[config.mk]
export PLATFORM = sky130hd
export DESIGN_NAME = mem_bus_arbiter
export DESIGN_NICKNAME = d
export VERILOG_FILES = /design/src/mem_pkg.sv /design/src/soc_pkg.sv /design/src/mem_bus_arbiter.sv
export SDC_FILE = /design/constraint.sdc
export NUM_CORES = 1
export LEC_CHECK = 0
export ABC_CLOCK_PERIOD_IN_PS = 7100
export BUFFER_PORTS_ARGS = -buffer_cell sky130_fd_sc_hd__buf_2
export CORE_MARGIN = 2
export CORE_UTILIZATION = 40
export CTS_BUF_LIST = sky130_fd_sc_hd__clkbuf_8 sky130_fd_sc_hd__clkbuf_16
export CTS_CLUSTER_SIZE = 28
export DETAILED_ROUTE_END_ITERATION = 10
export GPL_TIMING_DRIVEN = 0
export MAX_ROUTING_LAYER = met4
export PLACE_DENSITY = 0.91
export SLEW_MARGIN = 5
export SYNTH_ARGS = -nofsm -noshare
export SYNTH_HDL_FRONTEND = slang
export SYNTH_SLANG_ARGS = --single-unit
export TNS_END_PERCENT = 10
[constraint.sdc]
create_clock -name clk_in -period 7.1 [get_ports clk_in]
set_clock_uncertainty 0.15 [all_clocks]
set_input_delay 0.355 -clock clk_in [delete_from_list [all_inputs] [get_ports clk_in]]
set_output_delay 0.355 -clock clk_in [all_outputs]
set_load 0.05 [all_outputs]
[src/mem_pkg.sv]
package mem_pkg;

    // **************************************************
    // Memory bus geometry
    // **************************************************

    // Word address, 256 words
    localparam int addr_width = 8;

    localparam int data_width = 32; // One bus word

    // Cycles from accept edge to response pulse
    localparam int mem_delay = 4;

    // **************************************************
    // Request operation
    // **************************************************

    typedef enum logic {
        op_read  = 1'b0,
        op_write = 1'b1
    } mem_op_e;

endpackage

[src/soc_pkg.sv]
package soc_pkg;

    // Owner of the in-flight memory request
    typedef enum logic [1:0] {
        arb_idle = 2'd0,
        arb_inst = 2'd1,
        arb_data = 2'd2
    } arb_state_e;

    // Timebase
    localparam int fmax_mhz   = 27; // Clock cycles per microsecond
    localparam int time_width = 64;

endpackage

[src/mem_bus_arbiter.sv]
`timescale 1ns/1ps

module mem_bus_arbiter (
    input  logic                            clk_in,
    input  logic                            rst_n,
    input  logic                            inst_pend,
    input  logic [mem_pkg::addr_width-1:0]  inst_addr,
    input  logic                            data_pend,
    input  mem_pkg::mem_op_e                data_op,
    input  logic [mem_pkg::addr_width-1:0]  data_addr,
    input  logic [mem_pkg::data_width-1:0]  data_wdata,
    input  logic                            mem_ready,
    input  logic                            mem_rsp_valid,
    input  logic [mem_pkg::data_width-1:0]  mem_rsp_rdata,
    output logic                            inst_grant,
    output logic                            data_grant,
    output logic                            inst_done,
    output logic                            data_done,
    output logic [mem_pkg::data_width-1:0]  done_rdata,
    output logic                            mem_valid,
    output mem_pkg::mem_op_e                mem_op,
    output logic [mem_pkg::addr_width-1:0]  mem_addr,
    output logic [mem_pkg::data_width-1:0]  mem_wdata
);
    import mem_pkg::*;
    import soc_pkg::*;

    arb_state_e state;
    logic       last_data; // Data port was granted last
    logic       pick_inst;
    logic       pick_data;

    // **************************************************
    // Selection
    // **************************************************

    // Ties go to the port that lost last time
    assign pick_inst = inst_pend && (!data_pend || last_data);
    assign pick_data = data_pend && !pick_inst;

    always_ff @(posedge clk_in or negedge rst_n) begin
        if (!rst_n) begin
            state      <= arb_idle;
            last_data  <= 1'b1; // Instruction wins the first tie
            mem_valid  <= 1'b0;
            inst_grant <= 1'b0;
            data_grant <= 1'b0;
        end else begin
            inst_grant <= 1'b0;
            data_grant <= 1'b0;
            if (mem_valid && mem_ready) mem_valid <= 1'b0;
            case (state)
                arb_idle: begin
                    if (pick_inst) begin
                        state      <= arb_inst;
                        mem_valid  <= 1'b1;
                        inst_grant <= 1'b1;
                        last_data  <= 1'b0;
                    end else if (pick_data) begin
                        state      <= arb_data;
                        mem_valid  <= 1'b1;
                        data_grant <= 1'b1;
                        last_data  <= 1'b1;
                    end
                end
                arb_inst, arb_data: begin
                    if (mem_rsp_valid) state <= arb_idle;
                end
                default: state <= arb_idle;
            endcase
        end
    end

    // Memory request payload
    always_ff @(posedge clk_in) begin
        if (state == arb_idle) begin
            if (pick_inst) begin
                mem_op    <= op_read; // Fetch is read only
                mem_addr  <= inst_addr;
                mem_wdata <= '0;
            end else if (pick_data) begin
                mem_op    <= data_op;
                mem_addr  <= data_addr;
                mem_wdata <= data_wdata;
            end
        end
    end

    // **************************************************
    // Response steering
    // **************************************************

    assign inst_done  = mem_rsp_valid && (state == arb_inst);
    assign data_done  = mem_rsp_valid && (state == arb_data);
    assign done_rdata = mem_rsp_rdata;

endmodule

**Word-level counts from Yosys, hierarchy flattened**

Cells that the tools add are included.

- Bits in registers: 47
- Input bits: 87
- Output and inout bits: 78
- Word-level logic and storage cells: 44

- Equal/unequal tests: 4
- Mux-type cells: 19
- Reduce and logical (&&, ||, !) cells: 13

Operators by type and width:

| cell | count |
|---|---|
| $mux 32 | 1 |
| $mux 8 | 2 |
| $mux 1 | 12 |
| $mux 2 | 3 |
| $logic_and 1x1->1 | 5 |
| $pmux 2 s2 | 1 |
| $reduce_and 2->1 | 2 |
| $ne 3x3->1 const B | 1 |
| $eq 2x1->1 const B | 1 |
| $eq 2x2->1 const B | 1 |
| $logic_not 1->1 | 2 |
| $logic_not 2->1 | 1 |
| $ne 2x2->1 const B | 1 |
| $reduce_bool 2->1 | 1 |
| $reduce_or 2->1 | 1 |
| $logic_or 1x1->1 | 1 |

**Depth between registers and ports, before layout**

- Word-level depth: 8
- Gate-level depth with buffers: 5
- Mapped depth without buffers: 5

**Worst setup path after synthesis**

Ideal clock, no wire load.

- Path type: register to register
- Start point: register state[0]
- End point: register mem_addr[0] (netlist bit), enable pin
- Setup time: 0.440 ns
- Arrival time: 2.467 ns
- Required time: 6.510 ns
- Path slack: 4.043 ns
- Cell stages (with the launch flop): 5
- Buffers on the path: 0
- Period minus slack after synthesis: 3.057 ns
- Cells stage by stage: dfrtp_1 inv_1 ha_1 inv_1 nor2_1

- Longest elaborated chain between the ends: 2

RTL lines:

| element | line | text |
|---|---|---|
| start, declared | mem_bus_arbiter.sv:28 | `arb_state_e state;` |
| start signal, assigned | mem_bus_arbiter.sv:43 | `state <= arb_idle;` |
| start signal, assigned | mem_bus_arbiter.sv:55 | `state <= arb_inst;` |
| start signal, assigned | mem_bus_arbiter.sv:60 | `state <= arb_data;` |
| $logic_not 2->1 | mem_bus_arbiter.sv:76 | `if (state == arb_idle) begin` |
| $reduce_and 2->1 (no line) | - |  |
| end signal, assigned | mem_bus_arbiter.sv:79 | `mem_addr <= inst_addr;` |
| end signal, assigned | mem_bus_arbiter.sv:83 | `mem_addr <= data_addr;` |
| end, declared | mem_bus_arbiter.sv:22 | `output logic [mem_pkg::addr_width-1:0] mem_addr,` |

No other way between the ends.
A chain may end at the register's enable or synchronous reset.

**Worst setup path after layout**

- Start point: register state[0]
- End point: register mem_wdata[9] (netlist bit), enable pin

- Longest elaborated chain between the ends: 2

RTL lines:

| element | line | text |
|---|---|---|
| $logic_not 2->1 | mem_bus_arbiter.sv:76 |  |
| $reduce_and 2->1 (no line) | - |  |
| end signal, assigned | mem_bus_arbiter.sv:84 | `mem_wdata <= data_wdata;` |
| end, declared | mem_bus_arbiter.sv:23 | `output logic [mem_pkg::data_width-1:0] mem_wdata` |

No other way between the ends.

==> summary.md <==
| Metric | Value |
|---|---|
| Outcome | `complete, no violations` |
| Cell row count | `26` |
| RSZ-0062 raised after global routing | `false` |
| Vias in the first global route | `approximately 1600` |
| Tot GR Track Use | `0.1612` |
| Max-slew violation count | `0` |
| Post-synthesis average cell area | `14.35 um2` |
| Die height | `77.12 um` |
| Fmax | `between 0.5 and 0.6 GHz` |
| Synthesis warning total | `0` |
| ANT nets after route | `0` |
| Adder-cell share of the synthesized area | `0.01755` |
| Via-to-Cell Ratio | `4.378` |
| DRT Wirelength | `4.675 mm` |
| Lkg Pwr | `1.499 nW` |
| Clk slew on worst S/H paths | `0.08 ns` |
| Detailed Route Iter0 Violations | `31` |
| Combinational Power Share | `0.469` |
| Clock Power Share | `0.176` |
| Syn Std Cell Area | `2138 um2` |
| Clock Path Buffers | `2` |
| PwrDens | `between 400 and 500 nW/um2` |
| Yosys cell types | `24` |
| #FFs+latches synth | `47` |
| Final WS setup | `approximately 5 ns` |
| HP Class | `in -> reg` |
| Final setup fails | `0` |
| Clock sink total | `47` |
| Largest net degree at the start of global routing | `29` |
| Final period utilization | `0.2771` |
| Setup TNS | `0 ns` |
| Num ports | `165` |
| Slew margin rel. | `0.6850` |
| Antenna violations before repair | `0` |
| Pre-antenna DRT Iters | `4` |
| Post-synth top area share | `0.5758` |
| Post-synth ARST share | `0.1277` |
| DIE AREA | `roughly 5900 um2` |
| Root buffer cell | `clkbuf_8` |
| Nets | `380` |
| Routed WL per cell | `between 10 and 15 um` |
| Hold Vio Cnt, Final | `0` |
| Setup WS pre-CTS | `a little over 5 ns` |
| Synth Area in Compound Gates | `0.02809` |
| VDD IR-drop max | `about 0.17 mV` |
| GP Congestion | `about 0.78` |
| First-pass GRT wire length | `7.196 mm` |
| Syn_nets | `239` |
| Area Overhead vs Synth | `43.07%` |
| Worst-path fanout max | `28` |
| Top post-synthesis cells by area | `edfxtp_1 58%, buf_4 11%, and2_1 9.1%` |
| Final min period | `1.967 ns` |
| Top FF cell, synth | `edfxtp_1` |
| Vias | `1585` |
| Type of origin of the critical path | `flip-flop` |
| Main combinational cell family by area after synthesis | `buffers and inverters` |
| FILL cells | `442` |
| Die W | `approximately 77 um` |
| Commonest non-fill, non-tap cells in the layout | `132 x buf_2, 41 x edfxtp_1, 32 x buf_4` |
| Switch share | `0.4468` |
| DP HPWL | `3.810 mm` |
| Seq pwr share | `0.355` |
| Setup CP Type | `reg -> reg` |
| # DRC | `0` |
| CTS tree | `built` |
| Syn Inst Count | `149` |
| Crit path DAT | `1.81 ns` |
| Yosys top cell by area | `edfxtp_1` |
| Post-synthesis mux area share | `0.05266` |
| Starting Density | `0.4160` |
| Most common cell after layout, fill and taps aside | `buf_2` |
| Post-synthesis simple-gate area fraction | `0.1217` |
| H-tree level count | `2` |
| CP Data Required Time | `6.94 ns` |
| Internal power | `0.7009 mW` |
| Num CTS Buffers | `5` |
| Layout cells sized above 1 | `0.6667` |
| Max-cap violation count | `0` |
| Post-synth EDFFs | `41` |
| Net Switching | `0.5662 mW` |
| PortBufs | `132` |
| Slew @ Worst Pin | `0.4714 ns` |
| Skew-Pair Late Insertion Delay | `between 0.2 and 0.3 ns` |
| Number of setup buffers added after CTS | `0` |
| Core area | `5140 um2` |
| GR Overflow Total | `0` |
| Register area share after synthesis | `0.6466` |
| Endpoint type of the worst setup path | `flip-flop` |
| Synth Area in XOR/XNOR | `0` |
flip-flops by register name, summed over array words and instances (netlist names):
register	flops
mem_op	1
data_grant	1
inst_grant	1
mem_addr	8
mem_wdata	32
state	2
last_data	1
mem_valid	1
per-stage QoR:
| step | utilization | hold slack, ns | total power, mW | instance area (um2) | cells |
|---|---|---|---|---|---|
| 3_5_place_dp | 0.5669 | 0.03021 | 1.056 | 2914 | 352 |
| 3_3_place_gp | 0.5616 | 0.02790 | 1.033 | 2887 | 351 |
| 2_1_floorplan | - | -0.09059 | 0.9146 | 2138 | 149 |
| 5_1_grt | 0.5947 | 0.1220 | 1.327 | 3057 | 361 |
| 6_report | 0.5952 | 0.1185 | 1.267 | 3059 | 362 |
| 4_1_cts | 0.5947 | 0.1117 | 1.280 | 3057 | 361 |
worst max-delay path: stages (launching register included):
cell     delay [ns]
dfrtp_1        0.42
inv_1          0.10
ha_1           0.20
inv_1          0.12
nor2_4         0.41
buf_12         0.25
timing repair:
item / 4_1_cts / 5_1_grt
endpoints found under the hold margin: 6 / 0
setup endpoints to repair: 0 / 0
gates resized for setup: 0 / 0
hold buffers: 1 / 0
power groups by stage:
stage	registers, mW	logic (mW)	clock network (mW)
after detailed placement	0.457	0.598	0
after CTS	0.452	0.599	0.229
after global routing	0.460	0.624	0.242
after global placement	0.461	0.573	0
final	0.450	0.594	0.223
after floorplan	0.755	0.160	0
path summary, 6_finish.rpt:
kind | startpoint | endpoint | slack (ns) | cells past startpoint
setup / recovery | state[0] | mem_wdata[9] | 5.13 | 5
hold / removal | mem_ready | mem_valid | 0.12 | 2
setup reg to reg | state[0] | mem_wdata[9] | 5.13 | 5
hold reg to reg | mem_valid | mem_valid | 0.40 | 2
max in group asynchronous | rst_n | last_data | 6.33 | 2
min in group asynchronous | rst_n | mem_valid | 0.26 | 2
Yosys cell counts (2+ instances only):
master,n
and2_2,4
clkbuf_2,3
mux2_2,2
and2_1,31
and3_2,2
dfrtp_1,5
mux2_4,6
buf_4,32
inv_1,4
ha_1,3
edfxtp_1,41
a21oi_1,2
nor2_1,3
final cells by class:
type	instances	area (um2)	share of cell area
flip-flops and latches	47	1383	0.4519
repair buffers	134	690.7	0.2258
multi-input cells	61	478.0	0.1562
plain buffers	36	266.5	0.08712
well taps	70	87.58	0.02863
clock buffers	5	68.82	0.02249
clock inverters	3	63.81	0.02086
inverters	5	18.77	0.006135
diodes	1	2.502	0.0008180
cell families after synthesis:
family	after synthesis
AO/OA/AOI/OAI	8
adder cells (fa/ha/maj)	3
buffers and inverters	41
flip-flops	47
multiplexers	8
AND/OR/NAND/NOR	42
per-layer routing:
metal	wire (um)	GRT usage	vias to the layer above
met4	71	0.06786	0
met3	554	0.05412	8
li1	-	-	756
met1	1579	0.1596	711
met2	2470	0.2886	110
met5	0	-	-
(Power assumes the default switching activity.)
