## config.mk

```make
export PLATFORM = sky130hd
export DESIGN_NAME = mem_req_port
export DESIGN_NICKNAME = d
export VERILOG_FILES = /design/src/mem_pkg.sv /design/src/mem_req_port.sv
export SDC_FILE = /design/constraint.sdc
export NUM_CORES = 1
export LEC_CHECK = 0
export BUFFER_PORTS_ARGS = -buffer_cell sky130_fd_sc_hd__buf_2
export CAP_MARGIN = 20
export CORE_UTILIZATION = 39
export CTS_BUF_LIST = sky130_fd_sc_hd__clkbuf_8
export DETAILED_ROUTE_END_ITERATION = 16
export PLACE_DENSITY = 0.85
export REMOVE_ABC_BUFFERS = 1
export SETUP_SLACK_MARGIN = 0.4
export SLEW_MARGIN = 10
export SYNTH_ARGS = -nofsm -noshare
export SYNTH_HDL_FRONTEND = slang
export SYNTH_SLANG_ARGS = --single-unit
```

## constraint.sdc

```tcl
create_clock -name clk_in -period 5.66 [get_ports clk_in]
set_clock_uncertainty 0.15 [all_clocks]
set_input_delay 0.849 -clock clk_in [delete_from_list [all_inputs] [get_ports clk_in]]
set_output_delay 0.849 -clock clk_in [all_outputs]
set_load 0.02 [all_outputs]
```

## src/mem_pkg.sv

```systemverilog
package mem_pkg;

    // **************************************************
    // Memory bus geometry
    // **************************************************

    // Word address, 256 words
    localparam int addr_width = 8;

    localparam int data_width = 32; // One bus word

    // Cycles from accept edge to response pulse
    localparam int mem_delay = 4;

    // **************************************************
    // Request operation
    // **************************************************

    typedef enum logic {
        op_read  = 1'b0,
        op_write = 1'b1
    } mem_op_e;

endpackage

```

## src/mem_req_port.sv

```systemverilog
`timescale 1ns/1ps

module mem_req_port (
    input  logic                            clk_in,
    input  logic                            rst_n,
    input  logic                            req_valid,
    input  mem_pkg::mem_op_e                req_op,
    input  logic [mem_pkg::addr_width-1:0]  req_addr,
    input  logic [mem_pkg::data_width-1:0]  req_wdata,
    input  logic                            grant,
    input  logic                            done,
    input  logic [mem_pkg::data_width-1:0]  done_rdata,
    output logic                            req_ready,
    output logic                            rsp_valid,
    output logic [mem_pkg::data_width-1:0]  rsp_rdata,
    output logic                            pend,
    output mem_pkg::mem_op_e                pend_op,
    output logic [mem_pkg::addr_width-1:0]  pend_addr,
    output logic [mem_pkg::data_width-1:0]  pend_wdata
);
    import mem_pkg::*;

    logic busy; // Request accepted, response not yet returned
    logic accept;

    assign accept = req_valid && req_ready;

    always_ff @(posedge clk_in or negedge rst_n) begin
        if (!rst_n) begin
            busy <= 1'b0;
            pend <= 1'b0;
        end else if (accept) begin
            busy <= 1'b1;
            pend <= 1'b1;
        end else begin
            if (grant) pend <= 1'b0; // Issued to memory
            if (done)  busy <= 1'b0;
        end
    end

    // Request payload, held until the grant
    always_ff @(posedge clk_in) begin
        if (accept) begin
            pend_op    <= req_op;
            pend_addr  <= req_addr;
            pend_wdata <= req_wdata;
        end
    end

    assign req_ready = !busy;
    assign rsp_valid = busy && done; // Same cycle as done
    assign rsp_rdata = done_rdata;

endmodule

```

## Word level (Yosys, flattened, before mapping)

Cells that the tools add are included.

| operators by class | value |
|---|---|
| multiplexer cells | 4 |
| reduce and logical (&&, ||, !) cells | 5 |

Operator list:

| kind | count |
|---|---|
| two-way mux 1 bit | 4 |
| nonzero test 2 bit | 2 |
| logical AND 1 bit | 2 |
| zero test 1 bit | 1 |

| word-level totals | value |
|---|---|
| output and inout bits | 76 |
| word-level logic and storage cells | 14 |
| register bits | 43 |
| bits of input ports | 78 |

## Logic depth before layout (Yosys ltp)

Gate-level depths: netlist (run 1).

| depth | value |
|---|---|
| depth in word-level cells | 3 |
| gate-level depth with buffers | 2 |
| mapped depth without buffers | 2 |

## Worst setup path after synthesis (run 1)

No wires, ideal clock.

| timing path | value |
|---|---|
| path kind | input to register |
| from | input port req_valid |
| to | register pend_addr[0] in the netlist's numbering, enable pin |
| stages on the path | 2 |
| buffers on the path | 0 |
| setup time | 0.396 ns |
| path slack | 3.398 ns |
| required time | 5.114 ns |
| arrival | 1.716 ns |
| cell sequence | nand2b_4 -> inv_1 |

| between the ends | value |
|---|---|
| longest elaborated chain between the ends | 1 |

RTL lines:

| item | RTL line | text |
|---|---|---|
| from (decl) | mem_req_port.sv:6 | `input logic req_valid,` |
| logical AND 1 bit | mem_req_port.sv:26 | `assign accept = req_valid && req_ready;` |
| named net accept | mem_req_port.sv:24 | `logic accept;` |
| to (signal assigned) | mem_req_port.sv:45 | `pend_addr <= req_addr;` |
| to (decl) | mem_req_port.sv:18 | `output logic [mem_pkg::addr_width-1:0] pend_addr,` |

The timed path passes the listed nets, and every way through them passes these cells.
A chain may end at the register's enable or synchronous reset.

## Worst setup path after layout (run 1)

| timing path | value |
|---|---|
| from | input port done |
| to | output port rsp_valid |

| between the ends | value |
|---|---|
| longest elaborated chain between the ends | 1 |

RTL lines:

| item | RTL line | text |
|---|---|---|
| from (decl) | mem_req_port.sv:11 | `input logic done,` |
| logical AND 1 bit | mem_req_port.sv:51 | `assign rsp_valid = busy && done;` |
| to (decl) | mem_req_port.sv:14 | `output logic rsp_valid,` |

Every way passes these cells.

==> results.yml, run 1 <==
synth:
  syn_inst: 82
  ys_ff_latch: 43
  yosysUniqueCellTypes: 7
  yosysSeqAreaShare: 0.8153
  ys_warn_count: 0
  netlist_area_sq_mm: 0.001572
  avgSynthCellArea_sq_um: 19.16
final_layout:
  design_area_sq_mm: 0.001917
  area_growth_pct: 21.97
  nets: 225
  drive_gt1_frac: 0.6781
  fin_util: 0.5083
  insertedDiodeCount: 0
  fin_cells: 194
setup_path:
  r2r_end: "pend_wdata[16]$_DFFE_PP_"
  reg2regPathDepth: 3
  reg2reg_from: "busy$_DFFE_PN0P_"
  arrival_ps: 1270
  worstSetupPathType: "input pin to primary output"
  critPathMaxFanout: 2
  critPathRequiredTime_ps: 4660
  endpoint_kind: "primary output"
  reg2reg_slack_ps: 4090
  worst_setup_path_start_kind: "input pin"
timing:
  hold_viol: 0
  setup_viol: 0
  grt_setup_unrepaired: "false"
  clock.fmax_mhz: 441.2
  hold_slack_ps: 189.4
  report.final.slew_viol_count: 0
  setup_tns_ps: 0
  fin_crit_sh: 0.4005
  period_needed_ps: 2267
  worst_pin_slew_ps: 507.8
  slew_headroom: 0.6615
placed_design:
  post_dp_cell_area_sq_mm: 0.001844
  place_inst: 188
  routabilityCongestion: 0.7158
  numPortBuffers: 89
global_route:
  overflow: 0
  grt_antenna_before_repair: 0
  grt_pass1_vias: 910
  track_usage: 0.1770
  grt_max_degree: 42
  grt_pass1_wl_um: 4940
floorplan:
  row_count: 22
  die_x_um: 65.48
  ioPinCount: 154
  dieArea_sq_mm: 0.004288
  core_sq_mm: 0.003771
  die_y_um: 65.48
  start_util: 0.4167
clocking:
  clock_latency_ps: 280
  cts_tree: "built"
  htreeDepth: 2
  cts_resized: 0
  postCtsSetupBuffers: 0
  clock_tree.buffer_depth: 2
  cts-root-buf: "clkbuf_8"
  cts.sinks: 43
  clk_pin_slew_worst_paths_ps: 70
  numCtsBuffers: 5
  holdBufCountCts: 0
power_and_ir_drop:
  peakVddDrop_mv: 0.1608
  power.leakage_nw: 0.8417
  power_density_mw_per_mm2: 330.7
hold_path:
  hold_class: "input pin to async pin"
routing:
  drtPass1Iterations: 2
  via_per_inst: 4.485
  wl_per_cell_um: 19.24
  routed_wl_um: 3732
  drtIter0Drc: 72
  ant_nets: 0
  drcViolationCount: 0
  num_vias: 870
outcome:
  status: "finished clean"
flow_run:
  maxCapViolCount: 0
## sequential cells by signal, summed over array words and instances (netlist names)
register and count:
busy 1, pend_op 1, pend 1, pend_addr 8
pend_wdata 32
## how the worst max path moves through the flow
stage              start                     end  slack [ps]  cells after the start
2_1_floorplan  req_valid  pend_addr[0]$_DFFE_PP_        3400                      2
3_3_place_gp        done               rsp_valid        3400                      3
3_5_place_dp        done               rsp_valid        3390                      3
4_1_cts             done               rsp_valid        3390                      3
5_1_grt             done               rsp_valid        3390                      3
6_report            done               rsp_valid        3390                      3
## cells by family (layout without fill, tap and decap cells)
group	Yosys count	after routing	share of synthesized area
AOI/OAI and AO/OA	2	2	0.01115
buffers and inverters	35	99	0.1600
DFF	43	43	0.8153
and+or+nand+nor	2	2	0.01353
## cell usage in the layout, fill, tap and decap left out, drive strengths merged
cell type,n
buf,90
and2,1
nand2b,1
edfxtp,41
clkbuf,5
o21ai,2
inv,4
dfrtp,2
## per-stage QoR
step	setup slack, ps	total power [mW]
floorplan	3398	0.4358
global placement	3401	0.4731
detailed placement	3390	0.4765
CTS	3388	0.6438
global route	3386	0.6655
finish	3393	0.6339
## routing by layer
metal,share of wire,up-vias,wire length (um),GRT usage
li1,-,381,-,-
met4,0.0032,0,12,0.04891
met2,0.48,102,1799,0.2796
met1,0.31,385,1175,0.1491
met5,0,-,0,0.06944
met3,0.20,2,745,0.1753
## power breakdown
part	switching (mW)	internal, mW
Clock	0.0858	0.0803
Sequential	0.00562	0.378
Combinational	0.0548	0.0297
## Yosys cell counts
cell type,instances,share of area
and2_2,1,0.0048
buf_4,32,0.15
dfrtp_1,2,0.032
edfxtp_1,41,0.78
inv_1,3,0.0072
nand2b_4,1,0.0088
o21ai_2,2,0.011
## layout make-up
class	count	area [sq um]
multi-input cells	4	38.79
repair buffers	90	452.9
clock inverters	1	3.754
inverters	3	11.26
well taps	48	60.06
clock buffers	5	68.82
flip-flops and latches	43	1281
fillers	331	1854
## critical path, stage by stage
cell and delay, ps:
buf_2 110, and2_2 160, buf_2 150
Note: power is estimated with default switching activity, not from simulation.
==> run 2, diff against run 1 <==
CORE_UTILIZATION = 37   (was 39)
PLACE_DENSITY = 0.81   (was 0.85)
clock period = 2.3 ns   (was 5.66 ns; I/O delays follow)
==> results.yml, run 2 (synthesized netlist as in run 1, its figures left out) <==
setup_path:
  cp_slowest_cell: "dfrtp_1"
  startpoint: "busy$_DFFE_PN0P_"
  worstSetupPathType: "register to primary output"
  path_buf_inv: 1
  worstPathCellList: "and2_2, buf_2"
  arrival_ps: 1020
  reg2reg_from: "busy$_DFFE_PN0P_"
  critPathRequiredTime_ps: 1800
  reg2reg_slack_ps: 870
  r2r_end: "pend_wdata[16]$_DFFE_PP_"
  reg2regPathDepth: 3
  max_stage_delay_ps: 400
  endpoint_kind: "primary output"
  cp_top_family: "flip-flops"
  critPathMaxFanout: 3
  worst_setup_path_start_kind: "register"
global_route:
  grt_pass1_vias: 892
  overflow: 0
  grt_antenna_before_repair: 0
  grt_pass1_wl_um: 4643
  grt_max_degree: 29
  track_usage: 0.1581
power_and_ir_drop:
  power.leakage_nw: 0.8600
  peakVddDrop_mv: 0.4447
  power_density_mw_per_mm2: 860.5
final_layout:
  drive_gt1_frac: 0.6846
  area_growth_pct: 25.40
  largest_reg_flops: 32
  regMostFlops: "pend_wdata"
  fill_cells: 367
  regArea_sq_mm: 0.001281
  reg_top3: "pend_wdata: 32 flops, pend_addr: 8 flops"
  final_cell_mix: "89 x buf_2, 41 x edfxtp_1, 5 x clkbuf_8, 3 x inv_1"
  multi_input_area_sq_um: 38.79
  design_area_sq_mm: 0.001971
  insertedDiodeCount: 0
  fin_cells: 199
  layout_commonest_cell: "buf_2"
  nets: 227
timing:
  hold_viol: 0
  fin_crit_sh: 0.6575
  worst_pin_slew_ps: 330.1
  slew_headroom: 0.7800
  clock.fmax_mhz: 661.3
  grt_setup_unrepaired: "false"
  period_needed_ps: 1512
  setup_viol: 0
  report.final.slew_viol_count: 0
  setup_tns_ps: 0
placed_design:
  place_inst: 191
  numPortBuffers: 89
  routabilityCongestion: 0.7350
  dp_hpwl_um: 2939
  post_dp_cell_area_sq_mm: 0.001854
outcome:
  status: "finished clean"
clocking:
  clock_tree.buffer_depth: 2
  clk_pin_slew_worst_paths_ps: 80
  htreeDepth: 2
  clock_latency_ps: 280
  cts-root-buf: "clkbuf_8"
  numCtsBuffers: 5
  cts_tree: "built"
  postCtsSetupBuffers: 0
  cts_resized: 0
  cts.sinks: 43
floorplan:
  row_count: 23
  ioPinCount: 154
  die_y_um: 67.17
  dieArea_sq_mm: 0.004512
  core_sq_mm: 0.004029
  die_x_um: 67.17
  start_util: 0.3901
routing:
  wl_per_cell_um: 17.60
  ant_nets: 0
  routed_wl_um: 3503
  num_vias: 892
  drtPass1Iterations: 2
  via_per_inst: 4.482
  drtIter0Drc: 39
  drcViolationCount: 0
hold_path:
  hold_class: "input pin to register"
  min_path_cells: 2
  holdPathEnd: "pend$_DFFE_PN0P_"
  hold_start: "grant"
flow_run:
  maxCapViolCount: 0
==> run 2: cell count changes in the layout (fill, tap and decap cells not counted) <==
cell / previous run / this run
dlygate4sd3_1: 0 / 1
buf_4: 1 / 2
clkinvlp_4: 0 / 1
inv_1: 4 / 3
bufinv_16: 0 / 1
==> run 2: stage by stage <==
stage / setup slack, ps / utilization / hold slack, ps / power (mW)
after global routing: 742.5 / 0.4891 / 57.18 / 1.768
after CTS: 768.1 / 0.4891 / 54.75 / 1.724
after detailed placement: 858.8 / 0.4602 / -13.98 / 1.174
after floorplan: 426.6 / - / -100.6 / 1.072
after global placement: 885.5 / 0.4602 / -14.69 / 1.169
final: 787.8 / 0.4891 / 66.17 / 1.696
==> run 2: power breakdown <==
group	leakage [nW]	internal (mW)	switching, mW
logic	0.399	0.0765	0.134
clock network	0.0502	0.317	0.225
registers	0.411	0.929	0.0141
total	0.860	1.32	0.374
==> run 2: routing by layer <==
| layer | up-vias | track usage | wire length [um] |
|---|---|---|---|
| li1 | 386 | - | - |
| met1 | 381 | 0.1627 | 1272 |
| met2 | 117 | 0.1913 | 1339 |
| met3 | 6 | 0.1807 | 823 |
| met4 | 2 | 0.05585 | 25 |
| met5 | - | 0.08750 | 43 |
==> run 2: worst max path at each step <==
stage,to,slack (ps),cells after the start
CTS,rsp_valid,770,2
floorplan,pend_addr[0]$_DFFE_PP_,430,2
global route,rsp_valid,740,2
finish,rsp_valid,790,2
global placement,pend_wdata[10]$_DFFE_PP_,890,3
detailed placement,pend_addr[2]$_DFFE_PP_,860,3
==> run 2: area by class of cell <==
cell class	instances	area share
timing repair buffer	92	0.2387
tap	50	0.03175
multi-input combinational	4	0.01968
inverter	3	0.005714
clock inverter	2	0.01905
sequential	43	0.6502
clock buffer	5	0.03492
==> run 2: what timing repair did <==
item | 4_1_cts | 5_1_grt
hold buffers | 1 | 0
endpoints found under the setup margin | 0 | 0
endpoints found under the hold margin | 2 | 0
==> run 2: worst register-to-register path, cell delays in order (launching register included) <==
cell and delay, ps:
dfrtp_1 400, nand2b_4 160, inv_1 70, buf_4 320
==> run 3, diff against run 2 <==
ABC_AREA = 1   (was unset)
clock period = 1.5 ns   (was 2.3 ns; I/O delays follow)
==> results.yml, run 3 <==
outcome:
  status: "finished clean"
routing:
  wl_per_cell_um: 18.75
  drtIter0Drc: 52
  via_per_inst: 4.448
  ant_nets: 0
  drtPass1Iterations: 4
  num_vias: 1121
  routed_wl_um: 4725
  drcViolationCount: 0
power_and_ir_drop:
  power_density_mw_per_mm2: 997.9
  p_switching_mw: 0.6519
  p_seq_frac: 0.536
  internal-power_mw: 2.076
  power_frac_clock: 0.249
  power.leakage_nw: 1.188
  power_mw: 2.728
  p_sw_frac: 0.2390
  peakVddDrop_mv: 0.7297
  p_comb_frac: 0.215
floorplan:
  die_y_um: 67.04
  start_util: 0.3885
  dieArea_sq_mm: 0.004494
  core_sq_mm: 0.004029
  ioPinCount: 154
  die_x_um: 67.04
  row_count: 23
synth:
  synth_edf_count: 41
  yosysTopAreaCellShare: 0.7866
  yosysMostFrequentCell: "edfxtp_1"
  yosysTopAreaCell: "edfxtp_1"
  syn_inst: 86
  synth_common_cells: "41 x edfxtp_1, 32 x buf_4, 5 x nand2_1, 4 x inv_1, 2 x dfrtp_1"
  yosysSeqAreaShare: 0.8185
  synthTopCellsByArea: "edfxtp_1 79%, buf_4 15%, dfrtp_1 3.2%"
  synthArstFlopShare: 0.04651
  ys_ff_latch: 43
  netlist_area_sq_mm: 0.001565
  avgSynthCellArea_sq_um: 18.20
  synth-main-ff-cell: "edfxtp_1"
  yosysUniqueCellTypes: 7
  ys_warn_count: 0
timing:
  setup_viol: 0
  hold_viol: 0
  slew_headroom: 0.9051
  period_needed_ps: 1316
  clock.fmax_mhz: 759.7
  grt_setup_unrepaired: "true"
  worst_pin_slew_ps: 142.3
  report.final.slew_viol_count: 0
  fin_crit_sh: 0.8776
setup_path:
  worst_setup_path_start_kind: "register"
  critPathRequiredTime_ps: 1120
  path_buf_inv: 2
  endpoint_kind: "primary output"
  cp_slowest_cell: "dfrtp_1"
  worstSetupPathType: "register to primary output"
  arrival_ps: 940
  reg2reg_slack_ps: 200
  cp_top_family: "flip-flops"
  worstPathCellList: "nand2_1, inv_1, buf_6"
  max_stage_delay_ps: 420
  critPathMaxFanout: 3
final_layout:
  regArea_sq_mm: 0.001281
  multi_input_area_sq_um: 30.03
  final_cell_mix: "58 x buf_2, 42 x dlygate4sd3_1, 41 x edfxtp_1, 31 x buf_6"
  largest_reg_flops: 32
  regMostFlops: "pend_wdata"
  nets: 279
  fin_util: 0.6786
  area_growth_pct: 74.66
  drive_gt1_frac: 0.5396
  insertedDiodeCount: 0
  fill_cells: 287
  reg_top3: "pend_wdata: 32 flops, pend_addr: 8 flops"
  layout_commonest_cell: "buf_2"
  fin_cells: 252
global_route:
  track_usage: 0.1996
  grt_antenna_before_repair: 0
  grt_pass1_vias: 1089
  grt_pass1_wl_um: 5802
  overflow: 0
  grt_max_degree: 22
clocking:
  cts-root-buf: "clkbuf_8"
  cts_tree: "built"
  clk_pin_slew_worst_paths_ps: 80
  htreeDepth: 2
  clock_latency_ps: 280
  clock_tree.buffer_depth: 2
  numCtsBuffers: 5
  cts.sinks: 43
hold_path:
  hold_class: "input pin to register"
placed_design:
  place_inst: 194
  numPortBuffers: 89
  dp_hpwl_um: 3192
  routabilityCongestion: 0.8040
flow_run:
  maxCapViolCount: 0
==> run 3: cell types whose count changed after synthesis, sizes merged <==
cell,previous run,this run
inv,3,5
nand2,0,6
and2,1,0
o21ai,2,0
nand2b,1,0
==> run 3: final timing paths <==
check	start	to	cells after the start
max in group asynchronous	rst_n	pend$_DFFE_PN0P_	2
min in group asynchronous	rst_n	busy$_DFFE_PN0P_	2
hold reg to reg	pend$_DFFE_PN0P_	pend$_DFFE_PN0P_	2
setup / recovery	busy$_DFFE_PN0P_	rsp_valid	3
setup reg to reg	busy$_DFFE_PN0P_	pend_wdata[8]$_DFFE_PP_	4
hold / removal	grant	pend$_DFFE_PN0P_	4
==> run 3: layer usage <==
metal	track usage	vias up	share of wire
li1	-	496	-
met1	0.1815	516	0.33
met2	0.3025	99	0.48
met3	0.1986	8	0.17
met4	0.04787	2	0.0072
met5	0.08333	-	0.0085
==> run 3: layout make-up <==
| type | instances | share of cell area |
|---|---|---|
| sequential | 43 | 0.4687 |
| timing repair buffer | 140 | 0.4554 |
| clock buffer | 5 | 0.02517 |
| tap | 50 | 0.02288 |
| inverter | 5 | 0.01144 |
| multi-input combinational | 6 | 0.01098 |
| clock inverter | 3 | 0.005492 |
==> run 3: cells by family (layout without fill, tap and decap cells) <==
logic type | Yosys count | after routing | share of synthesized area
buffers and inverters | 37 | 153 | 0.1655
flip-flops | 43 | 43 | 0.8185
AND/OR/NAND/NOR | 6 | 6 | 0.01599
==> run 3: power groups by stage <==
stage	sequential, mW	combinational [mW]	clock, mW
floorplan	1.58	0.0528	0
global placement	1.47	0.318	0
detailed placement	1.47	0.324	0
CTS	1.45	0.452	0.707
global route	1.47	0.619	0.756
finish	1.46	0.587	0.678
==> run 3: per-stage QoR <==
stage          hold slack (ps)  TNS, ps  setup slack [ps]  cell area, sq um
6_report                 19.72        0             183.7              2734
5_1_grt                  28.82        0             136.0              2734
4_1_cts                  3.766        0             190.3              2435
3_5_place_dp            -139.1        0             177.1              1853
3_3_place_gp            -135.8        0             214.1              1853
2_1_floorplan           -220.6   -17510            -427.0              1325
==> run 3: tightest hold or removal path: cells and delay by family <==
| family | cells | cell delay (ps) |
|---|---|---|
| simple gates | 2 | 90 |
| buf+inv | 2 | 100 |
==> run 3: timing repair <==
item,CTS,global route
gates resized for setup,18,54
gates cloned,1,6
hold buffers,42,0
setup buffers,0,1
endpoints found under the hold margin,43,0
pin swaps,1,1
endpoints found under the setup margin,85,85
